`src/design/sad_pkg.sv`:
```
package sad_pkg;

    // host register address
    typedef logic [7:0] reg_addr_t;

    // register map
    // reference bytes, selected by reg_bytecnt
    localparam reg_addr_t ADDR_REFERENCE = 8'd0;
    // threshold, little-endian
    localparam reg_addr_t ADDR_THRESHOLD = 8'd1;
    // byte 0 bit 0 triggered, bytes 1..2 trigger count, write clears
    localparam reg_addr_t ADDR_STATUS = 8'd2;
    localparam reg_addr_t ADDR_MULTIPLE_TRIGGERS = 8'd3;
    // read only
    localparam reg_addr_t ADDR_REF_SAMPLES = 8'd4;
    localparam reg_addr_t ADDR_VERSION = 8'd5;

    // top 2 bits design code, low 6 bits trigger latency in cycles
    localparam logic [7:0] VERSION_CODE = {2'b10, 6'd4};

    localparam int TRIGGER_COUNT_W = 16;

    // counter width for n samples, never below 1
    function automatic int clog2_min1(input int n);
        int w;
        w = $clog2(n);
        if (w < 1) begin
            w = 1;
        end
        return w;
    endfunction

endpackage

```
`src/design/sad_reg_bank.sv`:
```
`timescale 1ns/1ps

module sad_reg_bank #(
    parameter int pREF_SAMPLES = 8,
    parameter int pBITS_PER_SAMPLE = 8,
    parameter int pSAD_COUNTER_WIDTH = 16,
    parameter int pBYTECNT_SIZE = 7
) (
    input  logic                                     adc_sampleclk,
    input  logic                                     reset,
    input  sad_pkg::reg_addr_t                       reg_address,
    input  logic [pBYTECNT_SIZE-1:0]                 reg_bytecnt,
    input  logic [7:0]                               reg_datai,
    input  logic                                     reg_read,
    input  logic                                     reg_write,
    input  logic                                     triggered,
    input  logic [sad_pkg::TRIGGER_COUNT_W-1:0]      trigger_count,
    output logic [7:0]                               reg_datao,
    output logic [pREF_SAMPLES*pBITS_PER_SAMPLE-1:0] reference,
    output logic [pSAD_COUNTER_WIDTH-1:0]            threshold,
    output logic                                     multiple_triggers,
    output logic                                     clear_status
);

    localparam int REF_BYTES = (pREF_SAMPLES * pBITS_PER_SAMPLE + 7) / 8;
    localparam int THR_BYTES = (pSAD_COUNTER_WIDTH + 7) / 8;
    localparam int STATUS_BYTES = (sad_pkg::TRIGGER_COUNT_W + 8) / 8;

    logic [REF_BYTES*8-1:0] ref_bytes;
    logic [THR_BYTES*8-1:0] thr_bytes;
    logic [STATUS_BYTES*8-1:0] status_word;
    logic [15:0] ref_samples_word;

    assign reference = ref_bytes[pREF_SAMPLES*pBITS_PER_SAMPLE-1:0];
    assign threshold = thr_bytes[pSAD_COUNTER_WIDTH-1:0];
    assign status_word = {trigger_count, 7'b0, triggered};
    assign ref_samples_word = 16'(pREF_SAMPLES);

    // host writes
    always_ff @(posedge adc_sampleclk) begin
        if (reset) begin
            ref_bytes <= '0;
            thr_bytes <= '0;
            multiple_triggers <= 1'b0;
            clear_status <= 1'b0;
        end else begin
            clear_status <= reg_write && (reg_address == sad_pkg::ADDR_STATUS);
            if (reg_write) begin
                case (reg_address)
                    sad_pkg::ADDR_REFERENCE: begin
                        if (reg_bytecnt < REF_BYTES) begin
                            ref_bytes[reg_bytecnt*8 +: 8] <= reg_datai;
                        end
                    end
                    sad_pkg::ADDR_THRESHOLD: begin
                        if (reg_bytecnt < THR_BYTES) begin
                            thr_bytes[reg_bytecnt*8 +: 8] <= reg_datai;
                        end
                    end
                    sad_pkg::ADDR_MULTIPLE_TRIGGERS: multiple_triggers <= reg_datai[0];
                    default: ;
                endcase
            end
        end
    end

    // reads are combinational, zero when idle
    always_comb begin
        reg_datao = 8'h00;
        if (reg_read) begin
            case (reg_address)
                sad_pkg::ADDR_REFERENCE: begin
                    if (reg_bytecnt < REF_BYTES) begin
                        reg_datao = ref_bytes[reg_bytecnt*8 +: 8];
                    end
                end
                sad_pkg::ADDR_THRESHOLD: begin
                    if (reg_bytecnt < THR_BYTES) begin
                        reg_datao = thr_bytes[reg_bytecnt*8 +: 8];
                    end
                end
                sad_pkg::ADDR_STATUS: begin
                    if (reg_bytecnt < STATUS_BYTES) begin
                        reg_datao = status_word[reg_bytecnt*8 +: 8];
                    end
                end
                sad_pkg::ADDR_MULTIPLE_TRIGGERS: reg_datao = {7'b0, multiple_triggers};
                sad_pkg::ADDR_REF_SAMPLES: begin
                    if (reg_bytecnt < 2) begin
                        reg_datao = ref_samples_word[reg_bytecnt*8 +: 8];
                    end
                end
                sad_pkg::ADDR_VERSION: reg_datao = sad_pkg::VERSION_CODE;
                default: reg_datao = 8'h00;
            endcase
        end
    end

    // host never reads and writes in the same cycle
    assert property (@(posedge adc_sampleclk) disable iff (reset) !(reg_read && reg_write));

endmodule

```
`src/design/sad_sample_front.sv`:
```
`timescale 1ns/1ps

module sad_sample_front #(
    parameter int pREF_SAMPLES = 8,
    parameter int pBITS_PER_SAMPLE = 8
) (
    input  logic                                         adc_sampleclk,
    input  logic                                         reset,
    input  logic [pBITS_PER_SAMPLE-1:0]                  adc_datain,
    input  logic                                         armed_and_ready,
    input  logic                                         active,
    input  logic                                         xadc_error,
    output logic [pBITS_PER_SAMPLE-1:0]                  sample,
    output logic                                         enable,
    output logic                                         arm_pulse,
    output logic [sad_pkg::clog2_min1(pREF_SAMPLES)-1:0] phase,
    output logic                                         window_ready
);

    localparam int PHASE_W = sad_pkg::clog2_min1(pREF_SAMPLES);
    localparam int WARM_W = sad_pkg::clog2_min1(pREF_SAMPLES + 1);

    logic en_next;
    logic armed_prev;
    logic [WARM_W-1:0] warm_cnt;

    assign en_next = armed_and_ready && active && !xadc_error;
    // enable and the counters describe the sample register beside them
    assign window_ready = (warm_cnt == WARM_W'(pREF_SAMPLES));

    always_ff @(posedge adc_sampleclk) begin
        sample <= adc_datain;
    end

    always_ff @(posedge adc_sampleclk) begin
        if (reset) begin
            enable <= 1'b0;
            armed_prev <= 1'b0;
            arm_pulse <= 1'b0;
        end else begin
            enable <= en_next;
            armed_prev <= armed_and_ready;
            arm_pulse <= armed_and_ready && !armed_prev;
        end
    end

    // window phase, first enabled sample gets 0
    always_ff @(posedge adc_sampleclk) begin
        if (reset || !en_next || !enable) begin
            phase <= '0;
        end else if (phase == PHASE_W'(pREF_SAMPLES - 1)) begin
            phase <= '0;
        end else begin
            phase <= phase + 1'b1;
        end
    end

    // warm-up, saturates once a full window is in
    always_ff @(posedge adc_sampleclk) begin
        if (reset || !en_next) begin
            warm_cnt <= '0;
        end else if (warm_cnt != WARM_W'(pREF_SAMPLES)) begin
            warm_cnt <= warm_cnt + 1'b1;
        end
    end

endmodule

```
`src/design/sad_accumulator_array.sv`:
```
`timescale 1ns/1ps

module sad_accumulator_array #(
    parameter int pREF_SAMPLES = 8,
    parameter int pBITS_PER_SAMPLE = 8,
    parameter int pSAD_COUNTER_WIDTH = 16
) (
    input  logic                                         adc_sampleclk,
    input  logic                                         reset,
    input  logic [pBITS_PER_SAMPLE-1:0]                  sample,
    input  logic                                         enable,
    input  logic [sad_pkg::clog2_min1(pREF_SAMPLES)-1:0] phase,
    input  logic                                         window_ready,
    input  logic [pREF_SAMPLES*pBITS_PER_SAMPLE-1:0]     reference,
    output logic [pSAD_COUNTER_WIDTH-1:0]                window_sad,
    output logic                                         window_valid
);

    localparam int PHASE_W = sad_pkg::clog2_min1(pREF_SAMPLES);

    logic [pBITS_PER_SAMPLE-1:0] diff [pREF_SAMPLES];
    logic [pSAD_COUNTER_WIDTH-1:0] acc [pREF_SAMPLES];

    logic [PHASE_W-1:0] phase_d1;
    logic en_d1;
    logic ready_d1;
    logic [PHASE_W-1:0] done_idx;

    // control delays alongside the two data stages
    always_ff @(posedge adc_sampleclk) begin
        if (reset) begin
            phase_d1 <= '0;
            en_d1 <= 1'b0;
            ready_d1 <= 1'b0;
            done_idx <= '0;
            window_valid <= 1'b0;
        end else begin
            phase_d1 <= phase;
            en_d1 <= enable;
            ready_d1 <= window_ready;
            // accumulator after the current phase closes its window
            if (phase_d1 == PHASE_W'(pREF_SAMPLES - 1)) begin
                done_idx <= '0;
            end else begin
                done_idx <= phase_d1 + 1'b1;
            end
            window_valid <= ready_d1;
        end
    end

    for (genvar i = 0; i < pREF_SAMPLES; i++) begin : gen_acc
        logic [PHASE_W-1:0] ref_idx;
        logic [pBITS_PER_SAMPLE-1:0] ref_sample;

        // offset of this sample inside accumulator i's window
        always_comb begin
            if (phase >= PHASE_W'(i)) begin
                ref_idx = phase - PHASE_W'(i);
            end else begin
                ref_idx = phase + PHASE_W'(pREF_SAMPLES - i);
            end
        end

        assign ref_sample = reference[ref_idx*pBITS_PER_SAMPLE +: pBITS_PER_SAMPLE];

        // stage 1 absolute difference
        always_ff @(posedge adc_sampleclk) begin
            if (sample > ref_sample) begin
                diff[i] <= sample - ref_sample;
            end else begin
                diff[i] <= ref_sample - sample;
            end
        end

        // stage 2 accumulate, MSB set means saturated
        always_ff @(posedge adc_sampleclk) begin
            if (!en_d1) begin
                acc[i] <= '0;
            end else if (phase_d1 == PHASE_W'(i)) begin
                acc[i] <= pSAD_COUNTER_WIDTH'(diff[i]);
            end else if (!acc[i][pSAD_COUNTER_WIDTH-1]) begin
                acc[i] <= acc[i] + pSAD_COUNTER_WIDTH'(diff[i]);
            end
        end
    end

    assign window_sad = acc[done_idx];

    // a reported window was fed while the front was enabled
    assert property (@(posedge adc_sampleclk) disable iff (reset)
        window_valid |-> $past(enable, 2));

endmodule

```
`src/design/sad_trigger_out.sv`:
```
`timescale 1ns/1ps

module sad_trigger_out #(
    parameter int pREF_SAMPLES = 8,
    parameter int pSAD_COUNTER_WIDTH = 16
) (
    input  logic                                adc_sampleclk,
    input  logic                                reset,
    input  logic [pSAD_COUNTER_WIDTH-1:0]       window_sad,
    input  logic                                window_valid,
    input  logic [pSAD_COUNTER_WIDTH-1:0]       threshold,
    input  logic                                multiple_triggers,
    input  logic                                clear_status,
    input  logic                                arm_pulse,
    output logic                                trigger,
    output logic                                triggered,
    output logic [sad_pkg::TRIGGER_COUNT_W-1:0] trigger_count
);

    logic hit;
    logic trigger_prev;
    logic suppress;

    assign suppress = triggered && !multiple_triggers;

    always_ff @(posedge adc_sampleclk) begin
        if (reset) begin
            hit <= 1'b0;
            trigger <= 1'b0;
            trigger_prev <= 1'b0;
        end else begin
            hit <= window_valid && (window_sad <= threshold);
            trigger <= hit && !suppress;
            trigger_prev <= trigger;
        end
    end

    // status flag and count of trigger rising edges, clear wins
    always_ff @(posedge adc_sampleclk) begin
        if (reset || clear_status || arm_pulse) begin
            triggered <= 1'b0;
            trigger_count <= '0;
        end else if (trigger && !trigger_prev) begin
            triggered <= 1'b1;
            if (!(&trigger_count)) begin
                trigger_count <= trigger_count + 1'b1;
            end
        end
    end

    // single-trigger mode only lets an already running pulse continue
    assert property (@(posedge adc_sampleclk) disable iff (reset)
        (trigger && triggered && !multiple_triggers)
        |-> ($past(trigger) || $past(multiple_triggers)));

endmodule

```
`src/design/sad_trigger_top.sv`:
```
`timescale 1ns/1ps

module sad_trigger_top #(
    parameter int pREF_SAMPLES = 8,
    parameter int pBITS_PER_SAMPLE = 8,
    parameter int pSAD_COUNTER_WIDTH = 16,
    parameter int pBYTECNT_SIZE = 7
) (
    input  logic                          reset,
    input  logic                          adc_sampleclk,
    input  logic [pBITS_PER_SAMPLE-1:0]   adc_datain,
    input  logic                          armed_and_ready,
    input  logic                          active,
    input  logic                          xadc_error,
    input  sad_pkg::reg_addr_t            reg_address,
    input  logic [pBYTECNT_SIZE-1:0]      reg_bytecnt,
    input  logic [7:0]                    reg_datai,
    input  logic                          reg_read,
    input  logic                          reg_write,
    output logic [7:0]                    reg_datao,
    output logic                          trigger
);

    logic [pBITS_PER_SAMPLE-1:0] sample;
    logic enable;
    logic arm_pulse;
    logic [sad_pkg::clog2_min1(pREF_SAMPLES)-1:0] phase;
    logic window_ready;

    logic [pREF_SAMPLES*pBITS_PER_SAMPLE-1:0] reference;
    logic [pSAD_COUNTER_WIDTH-1:0] threshold;
    logic multiple_triggers;
    logic clear_status;

    logic [pSAD_COUNTER_WIDTH-1:0] window_sad;
    logic window_valid;

    logic triggered;
    logic [sad_pkg::TRIGGER_COUNT_W-1:0] trigger_count;

    sad_reg_bank #(
        .pREF_SAMPLES       (pREF_SAMPLES),
        .pBITS_PER_SAMPLE   (pBITS_PER_SAMPLE),
        .pSAD_COUNTER_WIDTH (pSAD_COUNTER_WIDTH),
        .pBYTECNT_SIZE      (pBYTECNT_SIZE)
    ) u_reg_bank (
        .adc_sampleclk      (adc_sampleclk),
        .reset              (reset),
        .reg_address        (reg_address),
        .reg_bytecnt        (reg_bytecnt),
        .reg_datai          (reg_datai),
        .reg_read           (reg_read),
        .reg_write          (reg_write),
        .triggered          (triggered),
        .trigger_count      (trigger_count),
        .reg_datao          (reg_datao),
        .reference          (reference),
        .threshold          (threshold),
        .multiple_triggers  (multiple_triggers),
        .clear_status       (clear_status)
    );

    sad_sample_front #(
        .pREF_SAMPLES       (pREF_SAMPLES),
        .pBITS_PER_SAMPLE   (pBITS_PER_SAMPLE)
    ) u_sample_front (
        .adc_sampleclk      (adc_sampleclk),
        .reset              (reset),
        .adc_datain         (adc_datain),
        .armed_and_ready    (armed_and_ready),
        .active             (active),
        .xadc_error         (xadc_error),
        .sample             (sample),
        .enable             (enable),
        .arm_pulse          (arm_pulse),
        .phase              (phase),
        .window_ready       (window_ready)
    );

    sad_accumulator_array #(
        .pREF_SAMPLES       (pREF_SAMPLES),
        .pBITS_PER_SAMPLE   (pBITS_PER_SAMPLE),
        .pSAD_COUNTER_WIDTH (pSAD_COUNTER_WIDTH)
    ) u_accumulator_array (
        .adc_sampleclk      (adc_sampleclk),
        .reset              (reset),
        .sample             (sample),
        .enable             (enable),
        .phase              (phase),
        .window_ready       (window_ready),
        .reference          (reference),
        .window_sad         (window_sad),
        .window_valid       (window_valid)
    );

    sad_trigger_out #(
        .pREF_SAMPLES       (pREF_SAMPLES),
        .pSAD_COUNTER_WIDTH (pSAD_COUNTER_WIDTH)
    ) u_trigger_out (
        .adc_sampleclk      (adc_sampleclk),
        .reset              (reset),
        .window_sad         (window_sad),
        .window_valid       (window_valid),
        .threshold          (threshold),
        .multiple_triggers  (multiple_triggers),
        .clear_status       (clear_status),
        .arm_pulse          (arm_pulse),
        .trigger            (trigger),
        .triggered          (triggered),
        .trigger_count      (trigger_count)
    );

endmodule

```
`config.mk`:
```
export PLATFORM = sky130hd
export DESIGN_NAME = sad_trigger_top
export DESIGN_NICKNAME = d
export VERILOG_FILES = /design/src/design/sad_pkg.sv /design/src/design/sad_reg_bank.sv /design/src/design/sad_sample_front.sv /design/src/design/sad_accumulator_array.sv /design/src/design/sad_trigger_out.sv /design/src/design/sad_trigger_top.sv
export SDC_FILE = /design/constraint.sdc
export NUM_CORES = 1
export LEC_CHECK = 0
export BUFFER_PORTS_ARGS = -buffer_cell sky130_fd_sc_hd__buf_2
export CAP_MARGIN = 5
export CORE_MARGIN = 2
export CORE_UTILIZATION = 33
export CTS_CLUSTER_DIAMETER = 80
export DETAILED_ROUTE_END_ITERATION = 10
export PLACE_DENSITY = 0.54
export SYNTH_ARGS = -nofsm -noshare
export SYNTH_HDL_FRONTEND = slang
export SYNTH_SLANG_ARGS = --single-unit
```
`constraint.sdc`:
```
create_clock -name adc_sampleclk -period 11.65 [get_ports adc_sampleclk]
set_clock_uncertainty 0.15 [all_clocks]
set_input_delay 1.165 -clock adc_sampleclk [delete_from_list [all_inputs] [get_ports adc_sampleclk]]
set_output_delay 1.165 -clock adc_sampleclk [all_outputs]
set_load 0.01 [all_outputs]
```
==> results of run 1 <==
-- worst register-to-register path, cell delays in order, from the launching register on --
cell and delay (ns):
dfxtp_4 1.04, inv_1 0.21, ha_1 0.34, buf_4 0.44, mux4_2 0.60, mux2i_1 0.32, inv_1 0.09, ha_1 0.23
fa_1 0.40, nand3b_1 0.21, a21oi_1 0.14, o32a_1 0.61, mux2i_1 0.30, o211ai_1 0.11, a221oi_1 0.32, xnor2_1 0.16
-- worst max-delay path by stage --
stage / start / end / slack, ns / depth (start not counted)
6_report: u_sample_front.phase[0] / u_accumulator_array.diff[1][31] / 5.92 / 15
5_1_grt: u_sample_front.phase[0] / u_accumulator_array.diff[1][31] / 5.41 / 15
4_1_cts: u_sample_front.phase[0] / u_accumulator_array.diff[1][31] / 5.83 / 15
3_5_place_dp: u_sample_front.phase[0] / u_accumulator_array.diff[1][31] / 5.92 / 15
3_3_place_gp: u_sample_front.phase[0] / u_accumulator_array.diff[1][31] / 5.98 / 15
2_1_floorplan: u_sample_front.phase[0] / u_accumulator_array.diff[0][29] / 6.01 / 20
-- routing by layer --
layer | track usage (%) | up-vias | share of wire, %
li1 | - | 9262 | -
met1 | 24.7 | 9392 | 43
met2 | 31.4 | 557 | 46
met3 | 3.13 | 143 | 5.6
met4 | 9.56 | 0 | 5.3
met5 | 0 | - | 0
-- registers in the layout (all words and copies together), names as in the netlist, 3 cells and up, named ones only --
name / count
u_accumulator_array.acc: 128
u_accumulator_array.diff: 64
u_trigger_out.trigger_count: 16
u_sample_front.phase: 3
u_sample_front.sample: 8
u_sample_front.warm_cnt: 4
u_reg_bank.reference: 64
u_reg_bank.threshold: 16
u_accumulator_array.phase_d1: 3
-- power by group --
part	switching, mW	internal, mW
logic	0.186	0.134
clock network	0.521	0.814
registers	0.0484	1.20
-- cell families (layout without fill, tap and decap cells) --
| logic type | count (synthesis) | in the layout | synth area share (%) |
|---|---|---|---|
| AO/OA/AOI/OAI | 496 | 496 | 12.4 |
| XOR/XNOR | 138 | 138 | 4.90 |
| adder cells (fa/ha/maj) | 239 | 239 | 12.9 |
| buffers and inverters | 271 | 310 | 4.23 |
| flip-flops | 321 | 321 | 31.3 |
| multiplexers | 299 | 299 | 17.9 |
| AND/OR/NAND/NOR | 780 | 780 | 16.5 |
-- cell usage in the layout, fill, tap and decap left out, drive strengths merged, types with 55 or more instances in the layout --
cell type / Yosys / final
ha: 215 / 215
nand2: 215 / 215
dfxtp: 193 / 193
inv: 176 / 179
mux2i: 166 / 166
a21oi: 156 / 156
nor2: 137 / 137
o21ai: 134 / 134
edfxtp: 128 / 128
mux4: 112 / 112
nand2b: 86 / 86
xnor2: 84 / 84
nor2b: 67 / 67
buf: 29 / 59
clkbuf: 66 / 59
nand3: 55 / 55
-- final cells by class --
type	count	area, um^2	area share [%]
Tap cell	969	1210	4.45
Sequential cell	321	7710	28.3
Clock buffer	59	1220	4.47
Multi-Input combinational cell	1952	15900	58.4
Timing Repair Buffer	59	328	1.20
Inverter	176	661	2.43
Clock inverter	16	188	0.689
==> flow_summary.json, run 1 <==
{
  "achievable-frequency_mhz": 174,
  "worst_slew_pin_slew_ns": 1.14,
  "syn_nets": 2821,
  "numClockSinks": 321,
  "crit_fanout": 66,
  "ant_nets": 0,
  "post-route-util_pct": 36.7,
  "floorplan.die_area_um2": 76900,
  "min_from": "u_sample_front.armed_prev",
  "post_synth_num_cell_types": 68,
  "post-route-min-period_ns": 5.73,
  "grt_setup_unrepaired": "no",
  "max-clock-path-buffers": 3,
  "instances_no_fill": 3552,
  "drt_pass1_iterations": 6,
  "cp.arrival_ns": 6.07,
  "setup_violations": 0,
  "power.density_nw_per_um2": 107,
  "post_synth.cell_area_avg_um2": 9.69,
  "final_net_count": 2829,
  "placeable_area_um2": 74200,
  "gr-usage-all-layers_pct": 19.3,
  "antenna_cells": 0,
  "cts.root.buffer_cell": "clkbuf_16",
  "drc_errors": 0,
  "timing.hold.ws_ns": 0.232,
  "post_synth_inst_count": 2544,
  "placementRows": 100,
  "numPortBuffers": 46,
  "setup_tns_ns": 0,
  "cts_resized": 0,
  "ys_seq_area_share_pct": 31.3,
  "synth_top_cells_by_area": "dfxtp_1, edfxtp_1, ha_1, mux4_2, mux2i_1",
  "reg2reg_slack_ns": 5.92,
  "ios": 47,
  "worst_hold_path_type": "flop to flop",
  "crit-reg2reg-capture": "u_accumulator_array.diff[1][31]",
  "critPathKind": "flop to flop",
  "chipWidth_um": 277,
  "async_reset_ff_share_pct": 0,
  "syn_area_um2": 24700,
  "clock_latency_ns": 0.57,
  "global_route.overflow_total": 0,
  "power_leakage_nw": 11.1,
  "timing.hold.worst_endpoint": "u_sample_front.arm_pulse",
  "final-max-slew-violation-count": 0,
  "most_repeated_cell_in_the_gate_level_netlist_after_synthesis": "ha_1",
  "synth.cells.most_frequent": "ha_1, nand2_1, dfxtp_1",
  "post-dp-hpwl_mm": 57.9,
  "start_util_pct": 33.2,
  "outcome": "complete, no violations",
  "dp.cells": 3477,
  "grt_pass1_vias": 19028,
  "post-cts-setup-buffers": 0,
  "detail_route.iter0.violations": 1545,
  "finalPower_mw": 2.90,
  "die_y_um": 277,
  "synth_edf_count": 128,
  "dp_slack_ns": 5.92,
  "grt_max_degree": 78,
  "layout.cell_area.non_filler_um2": 27200,
  "drv.max_cap_violation_count": 0,
  "dpl_cell_area_um2": 25800,
  "synth_top_cell_by_area": "dfxtp_1",
  "via_count": 19354,
  "worst-path-buf-inv": 3,
  "totalWireLength_mm": 75.0,
  "clk_pin_slew_worst_paths_ns": 0.06,
  "synth.ff_latch_count": 321,
  "timing.slew.headroom_pct": 23.5,
  "path_cells": "inv_1, ha_1, buf_4, mux4_2, mux2i_1, inv_1, ha_1, fa_1, nand3b_1, a21oi_1, o32a_1, mux2i_1, o211ai_1, a221oi_1, xnor2_1",
  "grt_antenna_before_repair": 1,
  "cts-htree-levels": 2,
  "clock_tree_from_tritoncts": "yes",
  "place_congestion": 0.892,
  "critical-path-max-stage-delay_ns": 1.04,
  "layout-drive-gt1-share_pct": 11.4,
  "synth-main-ff-cell": "dfxtp_1",
  "number_of_buffers_added_by_the_clock_tree_synthesis_step": 42,
  "worstPathRequired_ns": 11.99,
  "num-fill-cells": 7376,
  "worst_slack_ns": 5.92,
  "grt_first_pass_wirelength_mm": 114,
  "critical_path.endpoint_type": "flop",
  "hold_viol_final": 0,
  "rr_startpoint": "u_sample_front.phase[0]",
  "viasPerCell": 5.45,
  "whs_path_depth": 1,
  "max-vdd-ir-drop_uv": 112,
  "timing.critical_path.from_type": "flop",
  "share_of_yosys_cell_area_claimed_by_the_top_area_cell_type_pct": 15.7,
  "final_min_period_over_clock_period_pct": 49.2,
  "reg2regPathDepth": 15,
  "cpLargestDelayFamily": "multiplexers",
  "syn2layout_area_growth_pct": 10.4,
  "wire_per_inst_um": 21.1,
  "synth-warning-count": 0,
  "cp_slowest_cell": "dfxtp_4",
  "ctsHoldBuffers": 0
}
Power figures use the tool's default switching activity.
==> run 2, diff against run 1 <==
ABC_AREA = 1   (was default)
PLACE_DENSITY = 0.56   (was 0.54)
clock period = 5.1 ns   (was 11.65 ns; I/O delays follow)
==> run 2 against run 1 <==
Core utilization grew 0.15 points. Setup slack got worse by 4.8 ns. Routed wire length is 12% higher. Largest cell class unchanged. Cell count grew 37%. Critical path depth increased by 1. Fmax up 43%. Flip-flop and latch count did not move. Sequential power up 130%. Via count rose by 26%.
==> flow_summary.json, run 2 <==
{
  "syn_nets": 4067,
  "layout-drive-gt1-share_pct": 5.09,
  "crit_start": "u_sample_front.phase[0]",
  "achievable-frequency_mhz": 250,
  "async_reset_ff_share_pct": 0,
  "share_of_yosys_cell_area_claimed_by_the_top_area_cell_type_pct": 15.0,
  "dp_slack_ns": 1.14,
  "post_synth_num_cell_types": 53,
  "hold_viol_final": 0,
  "power.density_nw_per_um2": 240,
  "placeable_area_um2": 77300,
  "worst_slew_pin_slew_ns": 1.00,
  "outcome": "complete, no violations",
  "ios": 47,
  "ys_seq_area_share_pct": 29.9,
  "number_of_buffers_added_by_the_clock_tree_synthesis_step": 44,
  "crit_fanout": 92,
  "cts_resized": 0,
  "synth.ff_latch_count": 321,
  "synth.cells.most_frequent": "nand2_1, inv_1, o21ai_0",
  "synth-main-ff-cell": "dfxtp_1",
  "detail_route.iter0.violations": 2118,
  "layout.cells.most_common": "nand2_1",
  "timing.slew.headroom_pct": 33.1,
  "antenna_cells": 0,
  "setup_violations": 0,
  "global_route.overflow_total": 0,
  "min_from": "reg_write",
  "grt_setup_unrepaired": "no",
  "grt_max_degree": 93,
  "drc_errors": 0,
  "clock_latency_ns": 0.59,
  "worst_hold_path_type": "input pin to flop",
  "clk_pin_slew_worst_paths_ns": 0.06,
  "cts-htree-levels": 2,
  "post-cts-setup-buffers": 0,
  "cp.arrival_ns": 4.38,
  "post-route-min-period_ns": 4.00,
  "reg2reg_slack_ns": 1.10,
  "rr_startpoint": "u_sample_front.phase[0]",
  "via_count": 24442,
  "crit-reg2reg-capture": "u_accumulator_array.diff[0][30]",
  "grt_first_pass_wirelength_mm": 130,
  "ctsHoldBuffers": 9,
  "post_synth_inst_count": 3790,
  "multiInputGateArea_um2": 15600,
  "die_y_um": 283,
  "post-dp-hpwl_mm": 65.4,
  "gr-usage-all-layers_pct": 20.3,
  "chipWidth_um": 283,
  "max-clock-path-buffers": 3,
  "syn2layout_area_growth_pct": 10.7,
  "synth_top_cell_by_area": "dfxtp_1",
  "power_leakage_nw": 13.6,
  "grt_antenna_before_repair": 0,
  "final_net_count": 4055,
  "final-max-slew-violation-count": 0,
  "worst_slack_ns": 1.10,
  "synth_edf_count": 128,
  "critical_path.endpoint_type": "flop",
  "drt_pass1_iterations": 7,
  "wire_per_inst_um": 17.4,
  "regMostFlops": "u_accumulator_array.acc",
  "start_util_pct": 33.3,
  "ant_nets": 0,
  "max-vdd-ir-drop_uv": 227,
  "post_synth.cell_area_avg_um2": 6.79,
  "drv.max_cap_violation_count": 0,
  "numPortBuffers": 46,
  "timing.critical_path.from_type": "flop",
  "num-fill-cells": 8425,
  "most_repeated_cell_in_the_gate_level_netlist_after_synthesis": "nand2_1",
  "whs_path_depth": 2,
  "critPathKind": "flop to flop",
  "setup_tns_ns": 0,
  "viasPerCell": 5.04,
  "totalWireLength_mm": 84.2,
  "cts.root.buffer_cell": "clkbuf_16",
  "reg2regPathDepth": 16,
  "synth-warning-count": 0,
  "final_min_period_over_clock_period_pct": 78.4,
  "placementRows": 102,
  "sequential_cell_area_um2": 7710,
  "synth_top_cells_by_area": "dfxtp_1, edfxtp_1, nand2_1, ha_1, o21ai_0",
  "grt_pass1_vias": 22327,
  "clock_tree_from_tritoncts": "yes",
  "most_used_cells_in_the_layout_excluding_fill_and_tap_cells": "nand2_1, inv_1, o21ai_0",
  "syn_area_um2": 25800,
  "timing.hold.worst_endpoint": "u_reg_bank.multiple_triggers",
  "largest_reg_flops": 128,
  "numClockSinks": 321,
  "worstPathRequired_ns": 5.48,
  "place_congestion": 0.936,
  "floorplan.die_area_um2": 80300
}
==> run 2: cell types whose count changed in the layout (fill, tap and decap cells not counted), sizes merged, moves of 45 or more <==
cell    before  now
xnor2       84   16
xor2        54  103
nor3        34   79
nor2       137  425
a21oi      156  276
nor2b       67    1
nand2      215  864
o21ai      134  452
inv        179  493
nand2b      86    0
nand3       55  141
mux4       112    0
mux2i      166   22
==> run 2: cell families after synthesis <==
family                   synth area share, %
AO/OA/AOI/OAI                           18.6
XOR/XNOR                                4.05
adder cells (fa/ha/maj)                 12.3
buffers and inverters                   9.45
flip-flops                              29.9
multiplexers                           0.855
AND/OR/NAND/NOR                         24.8
==> run 2: power breakdown <==
group	switching [mW]	internal [mW]	total [mW]
Sequential	0.0886	2.74	2.82
Combinational	0.579	0.288	0.868
Clock	1.26	1.89	3.15
Total	1.93	4.92	6.85
==> run 2: worst max-delay path, stage by stage, from the launching register on <==
cell and delay (ns):
dfxtp_2 0.32, buf_4 0.60, o21ai_0 0.33, or2_2 0.34
o21ai_0 0.15, inv_1 0.06, o21ai_0 0.45, inv_1 0.09
ha_1 0.42, nand2_1 0.10, nor2_1 0.14, o21ai_0 0.10
o211ai_1 0.09, nand2_1 0.22, inv_1 0.20, nand2_1 0.08
nand2_1 0.06
==> run 2: worst max-delay path by stage <==
stage | endpoint | cells past startpoint
2_1_floorplan | u_accumulator_array.diff[0][14] | 21
3_3_place_gp | u_accumulator_array.diff[1][15] | 16
3_5_place_dp | u_accumulator_array.diff[1][13] | 16
4_1_cts | u_accumulator_array.diff[1][13] | 16
5_1_grt | u_accumulator_array.diff[0][30] | 16
6_report | u_accumulator_array.diff[0][30] | 16
==> run 2: final cells by class <==
class | instances | share of cell area [%]
multi-input combinational | 2832 | 54.8
inverter | 492 | 6.48
timing repair buffer | 87 | 1.97
tap | 1040 | 4.57
clock inverter | 17 | 0.579
clock buffer | 63 | 4.58
sequential | 321 | 27.1
==> run 2: metal layers <==
layer	up-vias	track usage [%]	share of wire [%]
met2	734	33.2	45
met3	123	2.33	5.6
li1	12463	-	-
met5	-	0	0
met4	0	5.83	2.6
met1	11122	28.2	46
==> run 2: through the flow <==
step	power, mW	instances	area, um^2	hold WS [ns]	util (%)
floorplan	3.46	3790	25800	0.218	-
detailed placement	3.73	4763	26900	0.250	34.8
global route	7.14	4852	28500	0.0521	36.9
finish	6.85	4852	28500	0.0631	36.9
CTS	6.91	4852	28500	0.0236	36.9
global placement	3.73	4763	26900	0.249	34.8
==> run 3, diff against run 2 <==
ABC_AREA = 0   (was 1)
PLACE_DENSITY = 0.54   (was 0.56)
clock period = 4 ns   (was 5.1 ns; I/O delays follow)
==> run 3 against run 2 <==
The flow now finishes with violations (setup timing). Hold slack lost 0.037 ns. Flip-flop and latch count is the same. Total power grew 22%. Register-to-register slack lost 1.2 ns. Die area shrank 4.2%. Routed wire length shrank 7.5%. Combinational power grew 22%. Core utilization grew 2.0 points. Critical path type unchanged. Critical endpoint is now u_accumulator_array.diff[1][31]. Highest routed layer unchanged.
==> flow_summary.json, run 3 (synthesis results as in run 1) <==
{
  "dp_slack_ns": -0.158,
  "die_y_um": 277,
  "dpl_cell_area_um2": 26700,
  "critical_path.endpoint_type": "flop",
  "post-route-min-period_ns": 4.06,
  "number_of_buffers_added_by_the_clock_tree_synthesis_step": 39,
  "crit_fanout": 7,
  "min_from": "reg_datai[2]",
  "failed_checks": "setup timing",
  "internal_power_mw": 6.17,
  "final_min_period_over_clock_period_pct": 102,
  "grt_max_degree": 89,
  "viasPerCell": 5.47,
  "drc_errors": 0,
  "sequentialPowerShare_pct": 43.0,
  "place_congestion": 0.916,
  "power_leakage_nw": 11.8,
  "totalWireLength_mm": 77.9,
  "grt_first_pass_wirelength_mm": 117,
  "finalPower_mw": 8.37,
  "final_net_count": 2961,
  "post-dp-hpwl_mm": 61.1,
  "regMostFlops": "u_accumulator_array.acc",
  "chipWidth_um": 277,
  "clock_tree_from_tritoncts": "yes",
  "most_used_cells_in_the_layout_excluding_fill_and_tap_cells": "nand2_1, ha_1, dfxtp_1",
  "worst-path-buf-inv": 3,
  "rr_startpoint": "u_sample_front.phase[0]",
  "clk_pin_slew_worst_paths_ns": 0.06,
  "cp_slowest_cell": "mux4_2",
  "path_cells": "inv_6, ha_4, buf_4, mux4_2, mux2i_4, inv_1, ha_2, fa_2, nand3b_1, a21oi_2, o32a_4, mux2i_1, o211ai_1, a221oi_2, xnor2_1",
  "syn2layout_area_growth_pct": 16.9,
  "grt_antenna_before_repair": 0,
  "grt_setup_unrepaired": "yes",
  "worst_hold_path_type": "input pin to flop",
  "max-vdd-ir-drop_uv": 326,
  "outcome": "complete, but fails checks",
  "instances_no_fill": 3685,
  "numPortBuffers": 46,
  "global_route.overflow_total": 0,
  "ios": 47,
  "cts-htree-levels": 2,
  "start_util_pct": 33.2,
  "final-max-slew-violation-count": 0,
  "crit_start": "u_sample_front.phase[0]",
  "critPathKind": "flop to flop",
  "netSwitchingFraction_pct": 26.3,
  "numClockSinks": 321,
  "clock_latency_ns": 0.57,
  "critical-path-max-stage-delay_ns": 0.55,
  "placeable_area_um2": 74200,
  "largest_reg_flops": 128,
  "max-clock-path-buffers": 3,
  "layout.cells.most_common": "nand2_1",
  "grt_pass1_vias": 19585,
  "gr-usage-all-layers_pct": 19.6,
  "cts.root.buffer_cell": "clkbuf_16",
  "via_count": 20145,
  "layout.cell_area.non_filler_um2": 28800,
  "drv.max_cap_violation_count": 0,
  "timing.critical_path.from_type": "flop",
  "cp.arrival_ns": 4.36,
  "worstPathRequired_ns": 4.30,
  "setup_violations": 1,
  "ant_nets": 0,
  "pwr-share-comb_pct": 12.6,
  "hold_viol_final": 0,
  "dp.cells": 3577,
  "power_frac_clock_pct": 44.4,
  "worst_slack_ns": -0.0609,
  "floorplan.die_area_um2": 76900,
  "worst_slew_pin_slew_ns": 1.03,
  "wire_per_inst_um": 21.1,
  "timing.slew.headroom_pct": 31.5,
  "detail_route.iter0.violations": 1619,
  "power.density_nw_per_um2": 290,
  "drt_pass1_iterations": 6,
  "placementRows": 100,
  "layout-drive-gt1-share_pct": 18.1,
  "p_switching_mw": 2.20,
  "cpLargestDelayFamily": "multiplexers",
  "achievable-frequency_mhz": 246
}
## run 3: changes by cell type in the layout (fill, tap and decap cells not counted), sizes merged, moves of 120 or more
cell / before / now
a21oi: 276 / 156
inv: 493 / 179
mux2i: 22 / 166
nand2: 864 / 215
nor2: 425 / 137
o21ai: 452 / 134
## run 3: layer usage
metal / track usage [%] / share of wire [%]
met1: 25.8 / 43
met2: 33.3 / 48
met3: 2.40 / 5.3
met4: 6.62 / 3.7
met5: 0 / 0
## run 3: metrics by stage
stage               util [%]  hold slack [ns]  TNS, ns
finish                  38.9           0.0264  -0.0609
global route            38.9           0.0263   -0.240
CTS                     38.1          0.00671        0
detailed placement      36.0            0.229   -0.370
global placement        36.0            0.223   -0.366
floorplan                  -            0.217   -0.331
## run 3: power groups by stage
stage | clock [mW] | combinational, mW | sequential (mW)
after floorplan | 0 | 0.724 | 3.61
after global placement | 0 | 0.980 | 3.66
after detailed placement | 0 | 1.00 | 3.66
after CTS | 3.82 | 1.02 | 3.59
after global routing | 3.94 | 1.16 | 3.60
final | 3.72 | 1.06 | 3.60
## run 3: worst register-to-register path, delay by kind of cell (launching register included)
kind | cells | cell delay [ns]
flip-flops | 1 | 0.44
AO/OA/AOI/OAI | 4 | 0.85
AND/OR/NAND/NOR | 1 | 0.21
adder cells (fa/ha/maj) | 3 | 0.88
XOR/XNOR | 1 | 0.11
multiplexers | 3 | 1.04
buffers and inverters | 3 | 0.25
## run 3: what timing repair did
item / in CTS / in global routing
pin swaps: 2 / 15
cloned: 0 / 3
hold endpoints to repair: 19 / 0
hold buffers: 15 / 0
setup endpoints to repair: 6 / 21
setup buffers: 4 / 13
gates resized for setup: 6 / 82
## run 3: worst paths after layout
| check | to | slack, ns | depth (start not counted) |
|---|---|---|---|
| setup / recovery | u_accumulator_array.diff[1][31] | -0.06 | 15 |
| hold / removal | u_reg_bank.reference[58] | 0.03 | 3 |
| setup reg to reg | u_accumulator_array.diff[1][31] | -0.06 | 15 |
| hold reg to reg | u_sample_front.arm_pulse | 0.23 | 1 |
## run 3: cell type report
| type | count | area, um^2 |
|---|---|---|
| Timing Repair Buffer | 194 | 1500 |
| Sequential cell | 321 | 7710 |
| Clock buffer | 59 | 1200 |
| Multi-Input combinational cell | 1952 | 16400 |
| Antenna cell | 1 | 2.50 |
| Clock inverter | 13 | 139 |
| Inverter | 176 | 666 |
| Tap cell | 969 | 1210 |
| Fill cell | 7239 | 45400 |
